### config.mk
export PLATFORM = sky130hd
export DESIGN_NAME = usb_rx_top
export DESIGN_NICKNAME = d
export VERILOG_FILES = /design/src/verilog/usb_rx_pkg.sv /design/src/verilog/rcu.sv /design/src/verilog/rx_byte_shifter.sv /design/src/verilog/rx_fifo_wb.sv /design/src/verilog/usb_rx_phy.sv /design/src/verilog/usb_rx_top.sv
export SDC_FILE = /design/constraint.sdc
export NUM_CORES = 1
export LEC_CHECK = 0
export BUFFER_PORTS_ARGS = -buffer_cell sky130_fd_sc_hd__buf_2
export CORE_UTILIZATION = 30
export DETAILED_ROUTE_END_ITERATION = 6
export GPL_TIMING_DRIVEN = 0
export HOLD_SLACK_MARGIN = 0.08
export MAX_ROUTING_LAYER = met4
export SETUP_SLACK_MARGIN = 0.15
export SLEW_MARGIN = 10
export SYNTH_ARGS = -nofsm -noshare
export SYNTH_HDL_FRONTEND = slang
export SYNTH_SLANG_ARGS = --single-unit
### constraint.sdc
create_clock -name clk -period 4.6 [get_ports clk]
set_input_delay 1.38 -clock clk [delete_from_list [all_inputs] [get_ports clk]]
set_output_delay 1.38 -clock clk [all_outputs]
set_load 0.02 [all_outputs]
### src/verilog/usb_rx_pkg.sv
`default_nettype none

package usb_rx_pkg;

    typedef enum logic [2:0] {
        idle_packet = 3'd0,
        in_tok      = 3'd1,
        out_tok     = 3'd2,
        data_pkt    = 3'd3,
        ack_hs      = 3'd4,
        nak_hs      = 3'd5,
        error_pkt   = 3'd6
    } rx_packet_t;

    // outcome of the last received packet
    typedef struct packed {
        rx_packet_t kind;
        logic       error;
        logic       token_hit;
        logic       done;
    } rx_status_t;

    typedef struct packed {
        logic        cyc;
        logic        stb;
        logic        we;
        logic [1:0]  adr;
        logic [31:0] dat;
    } wb_req_t;

    typedef struct packed {
        logic        ack;
        logic [31:0] dat;
    } wb_rsp_t;

    // KJKJKJKK with the last bit landing in bit 7
    localparam logic [7:0] SYNC_BYTE = 8'h80;

    localparam logic [3:0] PID_OUT   = 4'b0001;
    localparam logic [3:0] PID_IN    = 4'b1001;
    localparam logic [3:0] PID_DATA0 = 4'b0011;
    localparam logic [3:0] PID_DATA1 = 4'b1011;
    localparam logic [3:0] PID_ACK   = 4'b0010;
    localparam logic [3:0] PID_NAK   = 4'b1010;

    localparam logic [1:0] REG_STATUS = 2'd0;
    localparam logic [1:0] REG_DATA   = 2'd1;

endpackage

`default_nettype wire

### src/verilog/rcu.sv
`timescale 1ns/1ps
`default_nettype none

module rcu #(
    parameter logic [6:0] DEV_ADDR = 7'h70,
    parameter logic [3:0] DEV_ENDP = 4'h8
) (
    input  wire                    clk,
    input  wire                    n_rst,
    input  wire                    shift_enable,
    input  wire                    eop,
    input  wire                    edge_start,
    input  wire                    one_byte,
    input  wire  [7:0]             rcv_data,
    output logic                   store_rx_packet,
    output logic                   w_enable_buffer,
    output logic [7:0]             wdata,
    output logic                   receiving,
    output logic                   r_error,
    output logic                   timer_clear,
    output logic                   packet_done,
    output usb_rx_pkg::rx_status_t status
);

    import usb_rx_pkg::*;

    typedef enum logic [3:0] {
        idle,
        load_sync,
        load_pid,
        data_state,
        token,
        token_number,
        error_state,
        wait_eop,
        transfer_done
    } state_t;

    state_t     state;
    state_t     next_state;
    rx_status_t next_status;
    logic       endp_lsb;
    logic       next_endp_lsb;
    logic       bit_pending;
    logic       first_wr;
    logic [1:0] hold_cnt;
    logic [7:0] hold_a;
    logic [7:0] hold_b;

    always_ff @(posedge clk, negedge n_rst) begin
        if (!n_rst) begin
            state       <= idle;
            status      <= '0;
            endp_lsb    <= 1'b0;
            packet_done <= 1'b0;
            bit_pending <= 1'b0;
            first_wr    <= 1'b1;
            hold_cnt    <= '0;
        end else begin
            state       <= next_state;
            status      <= next_status;
            endp_lsb    <= next_endp_lsb;
            packet_done <= (next_state == transfer_done) && (state != transfer_done);

            if (one_byte || edge_start) begin
                bit_pending <= 1'b0;
            end else if (shift_enable) begin
                bit_pending <= 1'b1;
            end

            if (state != data_state) begin
                hold_cnt <= '0;
                first_wr <= 1'b1;
            end else if (one_byte) begin
                if (hold_cnt != 2'd2) begin
                    hold_cnt <= hold_cnt + 1'b1;
                end
                if (w_enable_buffer) begin
                    first_wr <= 1'b0;
                end
            end
        end
    end

    // writes trail by two since the last two data bytes are CRC16
    always_ff @(posedge clk) begin
        if (state == data_state && one_byte) begin
            hold_a <= hold_b;
            hold_b <= rcv_data;
        end
    end

    always_comb begin
        next_state    = state;
        next_status   = status;
        next_endp_lsb = endp_lsb;
        case (state)
            load_sync: begin
                if (one_byte) begin
                    if (rcv_data == SYNC_BYTE) begin
                        next_state = load_pid;
                    end else begin
                        next_state        = error_state;
                        next_status.error = 1'b1;
                    end
                end
            end

            load_pid: begin
                if (one_byte) begin
                    case (rcv_data[3:0])
                        PID_OUT: begin
                            next_state       = token;
                            next_status.kind = out_tok;
                        end
                        PID_IN: begin
                            next_state       = token;
                            next_status.kind = in_tok;
                        end
                        PID_DATA0, PID_DATA1: begin
                            next_state       = data_state;
                            next_status.kind = data_pkt;
                        end
                        PID_ACK: begin
                            next_state       = wait_eop;
                            next_status.kind = ack_hs;
                        end
                        PID_NAK: begin
                            next_state       = wait_eop;
                            next_status.kind = nak_hs;
                        end
                        default: begin
                            next_state        = error_state;
                            next_status.kind  = error_pkt;
                            next_status.error = 1'b1;
                        end
                    endcase
                end
            end

            token: begin
                if (one_byte) begin
                    if (rcv_data[6:0] == DEV_ADDR) begin
                        next_endp_lsb = rcv_data[7];
                        next_state    = token_number;
                    end else begin
                        // not ours so let it run out
                        next_state = wait_eop;
                    end
                end
            end

            token_number: begin
                if (one_byte) begin
                    if ({rcv_data[2:0], endp_lsb} == DEV_ENDP) begin
                        next_status.token_hit = 1'b1;
                    end
                    next_state = wait_eop;
                end
            end

            data_state: begin
                if (eop) begin
                    // leftover bits mean a torn last byte
                    next_state        = transfer_done;
                    next_status.error = bit_pending;
                end
            end

            error_state, wait_eop: begin
                if (eop) begin
                    next_state = transfer_done;
                end
            end

            default: begin
                if (edge_start) begin
                    next_state  = load_sync;
                    next_status = '0;
                end
            end
        endcase

        // packet cut short before the header was complete
        if (eop && (state inside {load_sync, load_pid, token, token_number})) begin
            next_state        = transfer_done;
            next_status.error = 1'b1;
        end

        if (next_state == transfer_done) begin
            next_status.done = 1'b1;
        end
    end

    assign receiving = state inside {load_sync, load_pid, token, token_number,
                                     data_state, wait_eop};
    assign r_error         = (state == error_state);
    assign timer_clear     = (state == transfer_done);
    assign w_enable_buffer = (state == data_state) && one_byte && (hold_cnt == 2'd2);
    assign store_rx_packet = w_enable_buffer && first_wr;
    assign wdata           = hold_a;

endmodule

`default_nettype wire

### src/verilog/rx_byte_shifter.sv
`timescale 1ns/1ps
`default_nettype none

module rx_byte_shifter (
    input  wire        clk,
    input  wire        n_rst,
    input  wire        shift_enable,
    input  wire        rx_bit,
    input  wire        eop,
    input  wire        timer_clear,
    output logic [7:0] rcv_data,
    output logic       one_byte
);

    logic [2:0] bit_cnt;

    // LSB first on the wire, so fill from the top
    always_ff @(posedge clk) begin
        if (shift_enable) begin
            rcv_data <= {rx_bit, rcv_data[7:1]};
        end
    end

    always_ff @(posedge clk, negedge n_rst) begin
        if (!n_rst) begin
            bit_cnt  <= '0;
            one_byte <= 1'b0;
        end else begin
            one_byte <= shift_enable && (bit_cnt == 3'd7);
            if (timer_clear || eop) begin
                bit_cnt <= '0;
            end else if (shift_enable) begin
                bit_cnt <= bit_cnt + 1'b1;
            end
        end
    end

endmodule

`default_nettype wire

### src/verilog/rx_fifo_wb.sv
`timescale 1ns/1ps
`default_nettype none

module rx_fifo_wb #(
    parameter int FIFO_DEPTH = 16
) (
    input  wire                    clk,
    input  wire                    n_rst,
    input  wire                    w_enable_buffer,
    input  wire                    store_rx_packet,
    input  wire  [7:0]             wdata,
    input  wire usb_rx_pkg::rx_status_t status,
    input  wire usb_rx_pkg::wb_req_t    wb_req,
    output usb_rx_pkg::wb_rsp_t    wb_rsp
);

    import usb_rx_pkg::*;

    localparam int AW = $clog2(FIFO_DEPTH);
    localparam logic [AW-1:0] LAST_PTR = AW'(FIFO_DEPTH - 1);
    localparam logic [AW:0]   FULL_CNT = (AW + 1)'(FIFO_DEPTH);

    logic [7:0]    mem [FIFO_DEPTH];
    logic [AW-1:0] wr_ptr;
    logic [AW-1:0] rd_ptr;
    logic [AW:0]   count;
    logic          overflow;
    logic          full;
    logic          empty;
    logic          push;
    logic          pop;
    logic          req;
    logic          ack_q;
    logic [31:0]   dat_q;
    logic [31:0]   status_word;
    logic [31:0]   data_word;

    assign full  = (count == FULL_CNT);
    assign empty = (count == '0);
    assign push  = w_enable_buffer && !store_rx_packet && !full;

    assign req = wb_req.cyc && wb_req.stb;
    assign pop = req && !ack_q && !wb_req.we && (wb_req.adr == REG_DATA) && !empty;

    always_ff @(posedge clk) begin
        if (store_rx_packet) begin
            mem[0] <= wdata;
        end else if (push) begin
            mem[wr_ptr] <= wdata;
        end
    end

    always_ff @(posedge clk, negedge n_rst) begin
        if (!n_rst) begin
            wr_ptr   <= '0;
            rd_ptr   <= '0;
            count    <= '0;
            overflow <= 1'b0;
        end else if (store_rx_packet) begin
            // new packet restarts the buffer
            wr_ptr   <= AW'(1);
            rd_ptr   <= '0;
            count    <= (AW + 1)'(1);
            overflow <= 1'b0;
        end else begin
            if (push) begin
                wr_ptr <= (wr_ptr == LAST_PTR) ? '0 : wr_ptr + 1'b1;
            end
            if (pop) begin
                rd_ptr <= (rd_ptr == LAST_PTR) ? '0 : rd_ptr + 1'b1;
            end
            if (push && !pop) begin
                count <= count + 1'b1;
            end else if (pop && !push) begin
                count <= count - 1'b1;
            end
            if (w_enable_buffer && full) begin
                overflow <= 1'b1;
            end
        end
    end

    always_comb begin
        status_word          = '0;
        status_word[2:0]     = status.kind;
        status_word[3]       = status.error;
        status_word[4]       = status.token_hit;
        status_word[5]       = status.done;
        status_word[6]       = overflow;
        status_word[8 +: AW + 1] = count;
    end

    assign data_word = empty ? 32'h0 : {24'h0, mem[rd_ptr]};

    always_ff @(posedge clk, negedge n_rst) begin
        if (!n_rst) begin
            ack_q <= 1'b0;
        end else begin
            ack_q <= req && !ack_q;
        end
    end

    always_ff @(posedge clk) begin
        if (req && !ack_q) begin
            dat_q <= (wb_req.adr == REG_DATA) ? data_word : status_word;
        end
    end

    assign wb_rsp.ack = ack_q;
    assign wb_rsp.dat = dat_q;

endmodule

`default_nettype wire

### src/verilog/usb_rx_phy.sv
`timescale 1ns/1ps
`default_nettype none

module usb_rx_phy #(
    parameter int CLKS_PER_BIT = 8
) (
    input  wire  clk,
    input  wire  n_rst,
    input  wire  d_plus,
    input  wire  d_minus,
    input  wire  receiving,
    output logic shift_enable,
    output logic rx_bit,
    output logic edge_start,
    output logic eop
);

    localparam int CW = $clog2(CLKS_PER_BIT);
    localparam logic [CW-1:0] MID_CNT  = CW'(CLKS_PER_BIT / 2);
    localparam logic [CW-1:0] LAST_CNT = CW'(CLKS_PER_BIT - 1);

    logic [1:0]    dp_sync;
    logic [1:0]    dm_sync;
    logic          dp_prev;
    logic          dm_prev;
    logic          busy;
    logic          last_dp;
    logic          line_edge;
    logic          sample;
    logic          bit_val;
    logic [CW-1:0] bit_cnt;
    logic [2:0]    ones;

    // any change on the pair resyncs the bit timer
    assign line_edge = (dp_sync[1] != dp_prev) || (dm_sync[1] != dm_prev);

    // J to K while the line is idle
    assign edge_start = !busy && !receiving && dp_prev && !dp_sync[1];

    assign sample = busy && (bit_cnt == MID_CNT);

    // NRZI where no change means a one
    assign bit_val = (dp_sync[1] == last_dp);

    always_ff @(posedge clk, negedge n_rst) begin
        if (!n_rst) begin
            dp_sync      <= 2'b11;
            dm_sync      <= 2'b00;
            dp_prev      <= 1'b1;
            dm_prev      <= 1'b0;
            busy         <= 1'b0;
            last_dp      <= 1'b1;
            bit_cnt      <= '0;
            ones         <= '0;
            shift_enable <= 1'b0;
            rx_bit       <= 1'b0;
            eop          <= 1'b0;
        end else begin
            dp_sync      <= {dp_sync[0], d_plus};
            dm_sync      <= {dm_sync[0], d_minus};
            dp_prev      <= dp_sync[1];
            dm_prev      <= dm_sync[1];
            shift_enable <= 1'b0;
            eop          <= 1'b0;

            if (line_edge || bit_cnt == LAST_CNT) begin
                bit_cnt <= '0;
            end else begin
                bit_cnt <= bit_cnt + 1'b1;
            end

            if (edge_start) begin
                busy    <= 1'b1;
                last_dp <= 1'b1;
                ones    <= '0;
            end

            if (sample) begin
                if (!dp_sync[1] && !dm_sync[1]) begin
                    // SE0 ends the packet
                    eop  <= 1'b1;
                    busy <= 1'b0;
                end else begin
                    last_dp <= dp_sync[1];
                    if (ones == 3'd6) begin
                        // drop the stuffed zero
                        ones <= '0;
                    end else begin
                        shift_enable <= 1'b1;
                        rx_bit       <= bit_val;
                        ones         <= bit_val ? ones + 1'b1 : 3'd0;
                    end
                end
            end
        end
    end

endmodule

`default_nettype wire

### src/verilog/usb_rx_top.sv
`timescale 1ns/1ps
`default_nettype none

module usb_rx_top #(
    parameter int         CLKS_PER_BIT = 8,
    parameter logic [6:0] DEV_ADDR     = 7'h70,
    parameter logic [3:0] DEV_ENDP     = 4'h8,
    parameter int         FIFO_DEPTH   = 16
) (
    input  wire                 clk,
    input  wire                 n_rst,
    input  wire                 d_plus,
    input  wire                 d_minus,
    input  wire usb_rx_pkg::wb_req_t wb_req,
    output usb_rx_pkg::wb_rsp_t wb_rsp,
    output logic                pkt_done
);

    import usb_rx_pkg::*;

    logic       shift_enable;
    logic       rx_bit;
    logic       edge_start;
    logic       eop;
    logic       receiving;
    logic       timer_clear;
    logic       one_byte;
    logic [7:0] rcv_data;
    logic       w_enable_buffer;
    logic       store_rx_packet;
    logic [7:0] wdata;
    rx_status_t status;

    usb_rx_phy #(
        .CLKS_PER_BIT (CLKS_PER_BIT)
    ) u_phy (
        .clk          (clk),
        .n_rst        (n_rst),
        .d_plus       (d_plus),
        .d_minus      (d_minus),
        .receiving    (receiving),
        .shift_enable (shift_enable),
        .rx_bit       (rx_bit),
        .edge_start   (edge_start),
        .eop          (eop)
    );

    rx_byte_shifter u_shifter (
        .clk          (clk),
        .n_rst        (n_rst),
        .shift_enable (shift_enable),
        .rx_bit       (rx_bit),
        .eop          (eop),
        .timer_clear  (timer_clear),
        .rcv_data     (rcv_data),
        .one_byte     (one_byte)
    );

    rcu #(
        .DEV_ADDR (DEV_ADDR),
        .DEV_ENDP (DEV_ENDP)
    ) u_rcu (
        .clk             (clk),
        .n_rst           (n_rst),
        .shift_enable    (shift_enable),
        .eop             (eop),
        .edge_start      (edge_start),
        .one_byte        (one_byte),
        .rcv_data        (rcv_data),
        .store_rx_packet (store_rx_packet),
        .w_enable_buffer (w_enable_buffer),
        .wdata           (wdata),
        .receiving       (receiving),
        .r_error         (),
        .timer_clear     (timer_clear),
        .packet_done     (pkt_done),
        .status          (status)
    );

    rx_fifo_wb #(
        .FIFO_DEPTH (FIFO_DEPTH)
    ) u_fifo (
        .clk             (clk),
        .n_rst           (n_rst),
        .w_enable_buffer (w_enable_buffer),
        .store_rx_packet (store_rx_packet),
        .wdata           (wdata),
        .status          (status),
        .wb_req          (wb_req),
        .wb_rsp          (wb_rsp)
    );

endmodule

`default_nettype wire

Word level (Yosys, flattened, before mapping)
Memories as Yosys holds them, arrays and structs flattened.
Cells that the tools add are included.
{"block": "op_classes", "n_reduce_logical": 71, "n_bitwise": 5, "n_eq_ne": 43, "n_addsub": 8, "muxes": 74}
{"op": "$mux W4", "n": 15}
{"op": "$mux W1", "n": 33}
{"op": "$eq A4 B4 Y1 const B", "n": 8}
{"op": "$mux W3", "n": 9}
{"op": "$reduce_bool A2 Y1", "n": 11}
{"op": "$logic_and A1 B1 Y1", "n": 21}
{"op": "$pmux W4 S5", "n": 1}
{"op": "$reduce_or A6 Y1", "n": 3}
{"op": "$eq A4 B2 Y1 const B", "n": 4}
{"op": "$eq A4 B3 Y1 const B", "n": 4}
{"op": "$mux W8", "n": 2}
{"op": "$mux W5", "n": 3}
{"op": "$ne A3 B3 Y1 const B", "n": 5}
{"op": "$pmux W3 S5", "n": 1}
{"op": "$mux W13", "n": 1}
{"op": "$eq A3 B3 Y1 const B", "n": 4}
{"op": "$logic_not A1 Y1", "n": 11}
{"op": "$add A3 B1 Y3 const B", "n": 3}
{"op": "$pmux W3 S3", "n": 1}
{"op": "$reduce_and A3 Y1", "n": 3}
{"op": "$add A4 B1 Y4 const B", "n": 2}
{"op": "$eq A4 B1 Y1 const B", "n": 2}
{"op": "$eq A8 B8 Y1 const B", "n": 1}
{"op": "$mux W2", "n": 4}
{"op": "32 further kinds", "n": 49}
{"block": "totals", "regBits": 108, "ramBits": 128, "memories": 1, "inputBits": 41, "output_inout_bits": 34, "word_cells": 236}
{"memory": "u_fifo.mem", "words": 16, "word_bits": 8, "read_ports": 1, "rd_ports_with_merged_regs": 0, "wr": 1, "line_no": "rx_fifo_wb.sv:23", "source": "logic [7:0] mem [FIFO_DEPTH];"}

Depth between registers and ports, before layout
Gate-level depths: netlist of run 1.
{"block": "depth", "depth_word": 12, "depth_mapped": 12, "mapped_depth_nobuf": 12}

By module
Synthesis of run 1 repeated with hierarchy kept, for this count alone.
{"block": "unflattened", "hier_cells": 588, "hier_area_um2": 9197.6}
{"mod": "rx_fifo_wb", "seq_area_each_um2": 4609.4, "cells_each": 368, "area_each_um2": 6500.0, "n_inst": 1}
{"mod": "rcu", "seq_area_each_um2": 882.1, "cells_each": 142, "area_each_um2": 1556.5, "n_inst": 1}
{"mod": "usb_rx_phy", "seq_area_each_um2": 430.4, "cells_each": 57, "area_each_um2": 719.4, "n_inst": 1}
{"mod": "rx_byte_shifter", "seq_area_each_um2": 340.3, "cells_each": 21, "area_each_um2": 421.7, "n_inst": 1}

Worst setup path before layout of run 1
Ideal clock, no wire load.
{"block": "synth_path", "kind": "input to register", "start": "input port wb_req[33] in the netlist's numbering", "end": "register u_fifo.count[4]", "setup_slack_ps": 1110, "cell_stages": 11, "setup_time_ps": 77, "n_path_buf": 0, "required_ps": 4523, "t_arrival_ps": 3413, "path_cell_list": "nand2b_1 a21oi_1 nand2_1 ha_1 inv_1 ha_1 a21o_1 a21oi_1 xnor2_1 or3_1 a21oi_1"}
{"block": "synth_via", "elab_chain_len": 7, "elab_cells_between_ends": 9, "cone_classes": "1 x eq/ne; 2 x mux; 6 x reduce/logical"}
{"item": "from (decl)", "line_no": "usb_rx_top.sv:14", "source": "input wire usb_rx_pkg::wb_req_t wb_req,"}
{"item": "$eq A2 B1 Y1 *", "line_no": "rx_fifo_wb.sv:43", "source": "assign pop = req && !ack_q && !wb_req.we && (wb_req.adr == REG_DATA) && !empty;"}
{"item": "$logic_and A1 B1 Y1 * (2 in a row)", "line_no": "rx_fifo_wb.sv:43"}
{"item": "$logic_not A1 Y1", "line_no": "rx_fifo_wb.sv:72", "source": "if (push && !pop) begin"}
{"item": "$logic_and A1 B1 Y1", "line_no": "rx_fifo_wb.sv:72"}
{"item": "$mux W5", "line_no": "rx_fifo_wb.sv:72"}
{"item": "$mux W5", "line_no": "rx_fifo_wb.sv:59", "source": "end else if (store_rx_packet) begin"}
{"item": "to (signal assigned)", "line_no": "rx_fifo_wb.sv:63", "source": "count <= (AW + 1)'(1);"}
{"item": "to (signal assigned)", "line_no": "rx_fifo_wb.sv:73", "source": "count <= count + 1'b1;"}
{"item": "to (signal assigned)", "line_no": "rx_fifo_wb.sv:75", "source": "count <= count - 1'b1;"}
{"item": "to (decl)", "line_no": "rx_fifo_wb.sv:26", "source": "logic [AW:0] count;"}
Every way passes the cells marked *; elsewhere a longest branch is shown, timed or not.
A chain may end at the register's enable or synchronous reset.

Worst setup path after layout of run 1
Ends and elaborated chain as after synthesis.

==> results of run 1 <==
## worst max-delay path by stage
stage / depth (start not counted) / end / slack, ns / startpoint
2_1_floorplan: 11 / u_fifo.count[4] / 1.11 / wb_req[33]
5_1_grt: 12 / u_fifo.count[4] / 0.91 / wb_req[33]
3_3_place_gp: 12 / u_fifo.count[4] / 0.55 / wb_req[33]
6_report: 12 / u_fifo.count[4] / 1.08 / wb_req[33]
4_1_cts: 12 / u_fifo.count[4] / 1.07 / wb_req[33]
3_5_place_dp: 12 / u_fifo.count[4] / 0.56 / wb_req[33]
## power by group through the flow
stage | logic (mW) | registers (mW) | clock network, mW
3_5_place_dp | 1.03 | 2.31 | 0
4_1_cts | 1.03 | 2.27 | 1.85
2_1_floorplan | 0.778 | 2.30 | 0
6_report | 1.02 | 2.27 | 1.82
3_3_place_gp | 1.02 | 2.31 | 0
5_1_grt | 1.12 | 2.28 | 1.92
## layout make-up
type	instances	area share
Sequential cell	217	0.594
Multi-Input combinational cell	322	0.248
Clock buffer	29	0.0566
Tap cell	390	0.0463
Buffer	44	0.0256
Clock inverter	11	0.0132
Timing Repair Buffer	23	0.0112
Inverter	16	0.00570
## per-stage QoR
| step | instance area (µm²) | utilization | hold WS [ns] |
|---|---|---|---|
| 4_1_cts | 10500 | 0.354 | 0.350 |
| 6_report | 10500 | 0.354 | 0.347 |
| 2_1_floorplan | 9200 | - | 0.331 |
| 5_1_grt | 10500 | 0.354 | 0.360 |
| 3_5_place_dp | 9800 | 0.329 | 0.336 |
| 3_3_place_gp | 9800 | 0.329 | 0.334 |
## routing by layer
| metal | wire [µm] | vias to the layer above | global-route usage | part of all wire |
|---|---|---|---|---|
| li1 | - | 2296 | - | - |
| met1 | 8030 | 2468 | 0.159 | 0.46 |
| met2 | 8350 | 115 | 0.183 | 0.48 |
| met3 | 813 | 28 | 0.0200 | 0.046 |
| met4 | 348 | 0 | 0.0291 | 0.020 |
| met5 | 0 | - | - | 0 |
## registers in the layout, summed over array words and instances, names as in the netlist, 5 cells and up
signal and cells:
u_fifo.mem 128, u_rcu.status 6, u_fifo.count 5, u_shifter.rcv_data 8
u_fifo.dat_q 13, u_rcu.hold_b 8, u_rcu.wdata 8
## cells by family after synthesis
logic type / share of synthesized area
flops: 0.686
other cells: 0.000411
simple gates: 0.0723
fa+ha+maj: 0.0214
buf+inv: 0.0362
compound gates: 0.0623
xor+xnor: 0.0115
mux: 0.110
## placed cells by master, fill, tap and decap left out, drive strengths merged, types with 3 or more instances in the layout
cell type  synthesis  final
a22o               3      3
a21o               5      5
ha                14     14
bufinv             0      3
xnor2              8      8
edfxtp           165    165
nand3              9      9
a22oi              8      8
nand3b             3      3
nand2b             4      4
a21oi             17     17
xor2               4      4
dfrtp             47     47
nand2             22     22
conb               1     19
nor3              12     12
o22ai              3      3
and2              12     12
clkinv             0      7
buf               36     59
nor2              52     52
inv               16     16
mux4              33     33
clkbuf             8     37
o21ai             27     27
nor2b              5      5
mux2              11     11
mux2i             14     14
dfstp              5      5
==> flow_summary.toml, run 1 <==
[setup_path]
max_stage_delay_ns = 0.37
critical_path.startpoint_type = "input pin"
worst-r2r-cell-count = 11
cp_num_buf_inv = 2
critical_path.top_delay_family = "compound AO/OA/AOI/OAI gates"
worst_r2r_startpoint = "u_rcu.state[3]"
cp_data_arrival_time_ns = 3.97
cp_slowest_cell = "sky130_fd_sc_hd__a21oi_1"
critPathKind = "input pin to register"
rr_endpoint = "u_fifo.count[4]"
timing.critical_path.required_ns = 5.05
worstPathCellList = "buf_2, nand2b_1, a21oi_1, nand2_1, ha_1, inv_1, ha_1, a21o_1, a21oi_1, xnor2_1, or3_1, a21oi_1"
rrSetupSlack_ns = 1.20
critical_path.endpoint_type = "register"
worst-path-max-fanout = 6
timing.critical_path.mode_cell = "sky130_fd_sc_hd__a21oi_1"

[cells_and_area]
post_layout_nonfiller_instances = 1052
multiInputGateArea_mm2 = 0.00261
drive_gt1_frac = 0.222
design.final.nets = 702
fillers = 2857
antenna_diode_count = 0
area.growth.synth_to_final_pct = 15.5
area.sequential_mm2 = 0.00626

[power_and_ir_drop]
seq_power_share = 0.444
power.density_mw_per_mm2 = 485
switching_power_mw = 1.35
peakVddDrop_mv = 0.239
share_clk_of_total_power = 0.356
design_power_total_mw = 5.11
netSwitchingFraction = 0.263
power.combinational.fraction = 0.200
cellInternalPower_mw = 3.76
power.static_leakage_nw = 3.73

[run_status]
outcome = "complete, no violations"

[global_route]
grt_max_degree = 53
via_count_of_the_first_global_routing_pass = 4848
track_usage = 0.117
antenna_found_initial = 0
globalRouteOverflowTotal = 0
first_pass_grt_wire_length_mm = 27.3

[min_path]
min_delay_worst_endpoint = "u_phy.dm_sync[1]"
whs_path_depth = 0
hold_path_class = "register to register"
min_from = "u_phy.dm_sync[0]"

[sta]
timing.final.crit_period_ns = 3.52
totalNegativeSetupSlack_ns = 0
timing.final.crit_share = 0.765
final-max-slew-violation-count = 0
final_critical_path_setup_slack_ns = 1.08
worst_slew_pin_slew_ns = 1.05
max_freq_ghz = 0.284
finalSetupViolCount = 0
clock-skew-final_ns = 0.0343
rsz_0062_raised_after_global_routing = "no"
hold_viol_final = 0
timing.slew.headroom = 0.294

[die]
die-area_mm2 = 0.0311
chipWidth_um = 176
core.rowCount = 63
placeableCoreArea_mm2 = 0.0298
io-pin-count = 75
initial_utilization = 0.307
die_height_um = 176

[place]
buffer_ports.inserted = 23
post_placement_worst_setup_slack_ns = 0.561
place_inst = 1012
gp_congestion = 0.847
placed_wire_length_estimate_mm = 11.5

[logic_synthesis]
postSynth.asyncResetShare = 0.240
netlist.area_leader.share = 0.542
ys_top_cells_by_count = "sky130_fd_sc_hd__edfxtp_1 (165), sky130_fd_sc_hd__nor2_1 (52), sky130_fd_sc_hd__dfrtp_1 (47)"
synth-main-ff-cell = "sky130_fd_sc_hd__edfxtp_1"
share_of_the_yosys_chip_area_belonging_to_registers = 0.686
synthMostInstantiatedCell = "sky130_fd_sc_hd__edfxtp_1"
netlist.top_cell.by_area = "sky130_fd_sc_hd__edfxtp_1"
synthTopCellsByArea = "sky130_fd_sc_hd__edfxtp_1 (54%), sky130_fd_sc_hd__dfrtp_1 (13%), sky130_fd_sc_hd__mux4_2 (8.1%), sky130_fd_sc_hd__nor2_1 (2.1%), sky130_fd_sc_hd__ha_1 (1.9%)"
synth_cell_type_count = 62
mappedNetlistArea_mm2 = 0.00913
edff_count_synth = 165
yosys_warnings = 0
postSynthCellCount = 581
syn_avg_cell_area_um2 = 15.7
flip_flop_and_latch_count_after_synthesis = 217

[cts]
ctsHtreeMaxLevel = 1
cts_sinks = 217
cts.root.buffer_cell = "sky130_fd_sc_hd__clkbuf_16"
path_clk_slew_ns = 0.06
cts-resized-gates = 0
cts_hold_buffers = 0
number_of_buffers_added_by_the_clock_tree_synthesis_step = 22
cts_tree = "done"
ctsLongestPathBuffers = 3
postCtsSetupRepairBufs = 0
clk_latency_ns = 0.52

[route]
first_pass_drt_iterations = 5
drt_drc_violations_left = 0
route.detailed.wl_per_inst_um = 16.7
detail-route-antenna-nets = 0
via_per_inst = 4.66
dr.first_iter.drc_count = 317
route.vias.total = 4907
wirelength_mm = 17.5

[job]
maxCapViolCount = 0
No activity file was read; power rests on OpenSTA's default activity.
==> run 2: changes to the inputs <==
ABC_AREA = 1   (was not set)
clock period = 3.7 ns   (was 4.6 ns; I/O delays follow)
==> flow_summary.toml, run 2 <==
[power_and_ir_drop]
seq_power_share = 0.502
switching_power_mw = 1.31
power.static_leakage_nw = 4.19
power.combinational.fraction = 0.096
share_clk_of_total_power = 0.403
power.density_mw_per_mm2 = 502
cellInternalPower_mw = 4.12
peakVddDrop_mv = 0.351
netSwitchingFraction = 0.241

[logic_synthesis]
edff_count_synth = 165
flip_flop_and_latch_count_after_synthesis = 217
synthTopCellsByArea = "sky130_fd_sc_hd__edfxtp_1 (53%), sky130_fd_sc_hd__dfrtp_1 (13%), sky130_fd_sc_hd__nor2_1 (5.6%), sky130_fd_sc_hd__o21ai_0 (5.5%), sky130_fd_sc_hd__nand2_1 (4.0%)"
mappedNetlistArea_mm2 = 0.00939
ys_top_cells_by_count = "sky130_fd_sc_hd__edfxtp_1 (165), sky130_fd_sc_hd__nor2_1 (141), sky130_fd_sc_hd__o21ai_0 (104)"
syn_avg_cell_area_um2 = 11.2
postSynthCellCount = 836
yosys_warnings = 0
synth-main-ff-cell = "sky130_fd_sc_hd__edfxtp_1"
netlist.area_leader.share = 0.528
share_of_the_yosys_chip_area_belonging_to_registers = 0.667
netlist.top_cell.by_area = "sky130_fd_sc_hd__edfxtp_1"
synthMostInstantiatedCell = "sky130_fd_sc_hd__edfxtp_1"
postSynth.asyncResetShare = 0.240
synth_cell_type_count = 42

[sta]
final-max-slew-violation-count = 0
timing.final.crit_period_ns = 3.08
max_freq_ghz = 0.325
worst_slew_pin_slew_ns = 0.963
rsz_0062_raised_after_global_routing = "no"
timing.slew.headroom = 0.356
hold_viol_final = 0
clock-skew-final_ns = 0.0216
timing.final.crit_share = 0.832
totalNegativeSetupSlack_ns = 0
finalSetupViolCount = 0

[setup_path]
rr_endpoint = "u_fifo.count[4]"
critical_path.startpoint_type = "register"
timing.critical_path.required_ns = 4.10
critical_path.endpoint_type = "register"
rrSetupSlack_ns = 0.62
worstPathCellList = "nor2_4, nand2_2, nor2_4, nand2_4, nor2_8, nand2_8, clkinv_8, ha_1, inv_1, fa_1, nand2_1, nand2_1, a21oi_1, xor2_1, a21oi_1"
max_stage_delay_ns = 0.46
worst-r2r-cell-count = 15
cp_data_arrival_time_ns = 3.48
critPathKind = "register to register"
worst-path-max-fanout = 17
worst_r2r_startpoint = "u_rcu.state[2]"
cp_slowest_cell = "sky130_fd_sc_hd__dfrtp_1"

[job]
maxCapViolCount = 0

[cells_and_area]
fillers = 3033
registers.top_by_ff_count = "u_fifo.mem"
drive_gt1_frac = 0.133
commonest_cells_after_routing_fill_and_taps_aside = "sky130_fd_sc_hd__edfxtp_1 (165), sky130_fd_sc_hd__nor2_1 (141), sky130_fd_sc_hd__o21ai_0 (104), sky130_fd_sc_hd__nand2_1 (101), sky130_fd_sc_hd__inv_1 (62)"
layout.cells.most_common = "sky130_fd_sc_hd__edfxtp_1"
final_core_utilization = 0.352
design.final.nets = 959
post_layout_nonfiller_instances = 1315
area.growth.synth_to_final_pct = 15.0
reg_top3 = "u_fifo.mem (128), u_fifo.dat_q (13)"
antenna_diode_count = 0
largest_register_ffs = 128
postLayoutCellArea_mm2 = 0.0108

[route]
first_pass_drt_iterations = 5
wirelength_mm = 20.3
dr.first_iter.drc_count = 401
detail-route-antenna-nets = 0
route.vias.total = 6079
via_per_inst = 4.62
route.detailed.wl_per_inst_um = 15.4
drt_drc_violations_left = 0

[die]
die-area_mm2 = 0.0320
die_height_um = 179
core.rowCount = 64
placeableCoreArea_mm2 = 0.0307
initial_utilization = 0.306
chipWidth_um = 179
io-pin-count = 75

[run_status]
outcome = "complete, no violations"

[cts]
cts_sinks = 217
cts-resized-gates = 0
ctsHtreeMaxLevel = 1
cts_tree = "done"
number_of_buffers_added_by_the_clock_tree_synthesis_step = 23
path_clk_slew_ns = 0.06
postCtsSetupRepairBufs = 0
cts.root.buffer_cell = "sky130_fd_sc_hd__clkbuf_16"
clk_latency_ns = 0.52
cts_hold_buffers = 0
ctsLongestPathBuffers = 3

[min_path]
hold_path_class = "register to register"
min_from = "u_phy.dp_sync[0]"
whs_path_depth = 0
min_delay_worst_endpoint = "u_phy.dp_sync[1]"

[global_route]
first_pass_grt_wire_length_mm = 31.7
antenna_found_initial = 0
globalRouteOverflowTotal = 0
via_count_of_the_first_global_routing_pass = 5909
track_usage = 0.132
grt_max_degree = 53

[place]
placed_wire_length_estimate_mm = 13.8
place_inst = 1274
placed_area_mm2 = 0.0101
gp_congestion = 0.883
buffer_ports.inserted = 23
run 2: changes by cell type after synthesis, moves of 9 or more:
cell / before / now
sky130_fd_sc_hd__o22ai_1: 3 / 21
sky130_fd_sc_hd__nand2_1: 22 / 101
sky130_fd_sc_hd__nand3_1: 9 / 33
sky130_fd_sc_hd__mux2i_1: 14 / 0
sky130_fd_sc_hd__o21ai_0: 27 / 104
sky130_fd_sc_hd__and2_1: 11 / 0
sky130_fd_sc_hd__mux4_2: 33 / 0
sky130_fd_sc_hd__mux2_2: 11 / 0
sky130_fd_sc_hd__nor2_1: 52 / 141
sky130_fd_sc_hd__clkbuf_1: 8 / 17
sky130_fd_sc_hd__inv_1: 16 / 62
run 2: power by group through the flow:
stage | logic [mW] | clock network [mW] | registers [mW]
finish | 0.519 | 2.19 | 2.72
global route | 0.600 | 2.32 | 2.73
CTS | 0.520 | 2.23 | 2.72
detailed placement | 0.518 | 0 | 2.77
global placement | 0.514 | 0 | 2.77
floorplan | 0.402 | 0 | 2.77
run 2: critical path: cells and delay by family, from the launching register on:
kind | cells | cell delay [ns]
AND/OR/NAND/NOR | 8 | 1.29
buffers and inverters | 2 | 0.20
flip-flops | 1 | 0.46
AO/OA/AOI/OAI | 2 | 0.25
XOR/XNOR | 1 | 0.16
adder cells (fa/ha/maj) | 2 | 0.61
run 2: how the worst max path moves through the flow:
stage | start | to | depth (start not counted)
after global placement | wb_req[33] | u_fifo.count[4] | 13
final | u_rcu.state[2] | u_fifo.count[4] | 15
after global routing | u_rcu.state[2] | u_fifo.count[4] | 15
after floorplan | wb_req[32] | u_fifo.count[4] | 13
after CTS | u_rcu.state[2] | u_fifo.count[4] | 15
after detailed placement | wb_req[33] | u_fifo.count[4] | 13
run 2: final cells by class:
class                      instances  area [µm²]  area share
sequential                       217        6260       0.580
buffer                            46         269      0.0249
clock buffer                      28         614      0.0569
inverter                          67         264      0.0244
clock inverter                    13         105     0.00973
multi-input combinational        524        2670       0.247
tap                              396         495      0.0459
timing repair buffer              24         125      0.0116
run 2: through the flow:
step / power (mW) / hold slack, ns / setup slack [ns]
5_1_grt: 5.66 / 0.363 / 0.292
3_5_place_dp: 3.29 / 0.343 / 0.0958
3_3_place_gp: 3.29 / 0.337 / 0.0898
6_report: 5.43 / 0.355 / 0.622
4_1_cts: 5.48 / 0.358 / 0.566
2_1_floorplan: 3.17 / 0.331 / 0.812
run 2: metal layers:
layer,routed length (µm),GRT usage,vias up
li1,-,-,3003
met1,9070,0.173,2885
met2,9770,0.214,158
met3,1070,0.0191,33
met4,368,0.0343,0
met5,0,-,-
run 2: kinds of logic after synthesis:
logic type,share of synthesized area
compound gates,0.0981
xor+xnor,0.00933
simple gates,0.148
flops,0.667
buf+inv,0.0568
other cells,0.000399
fa+ha+maj,0.0208
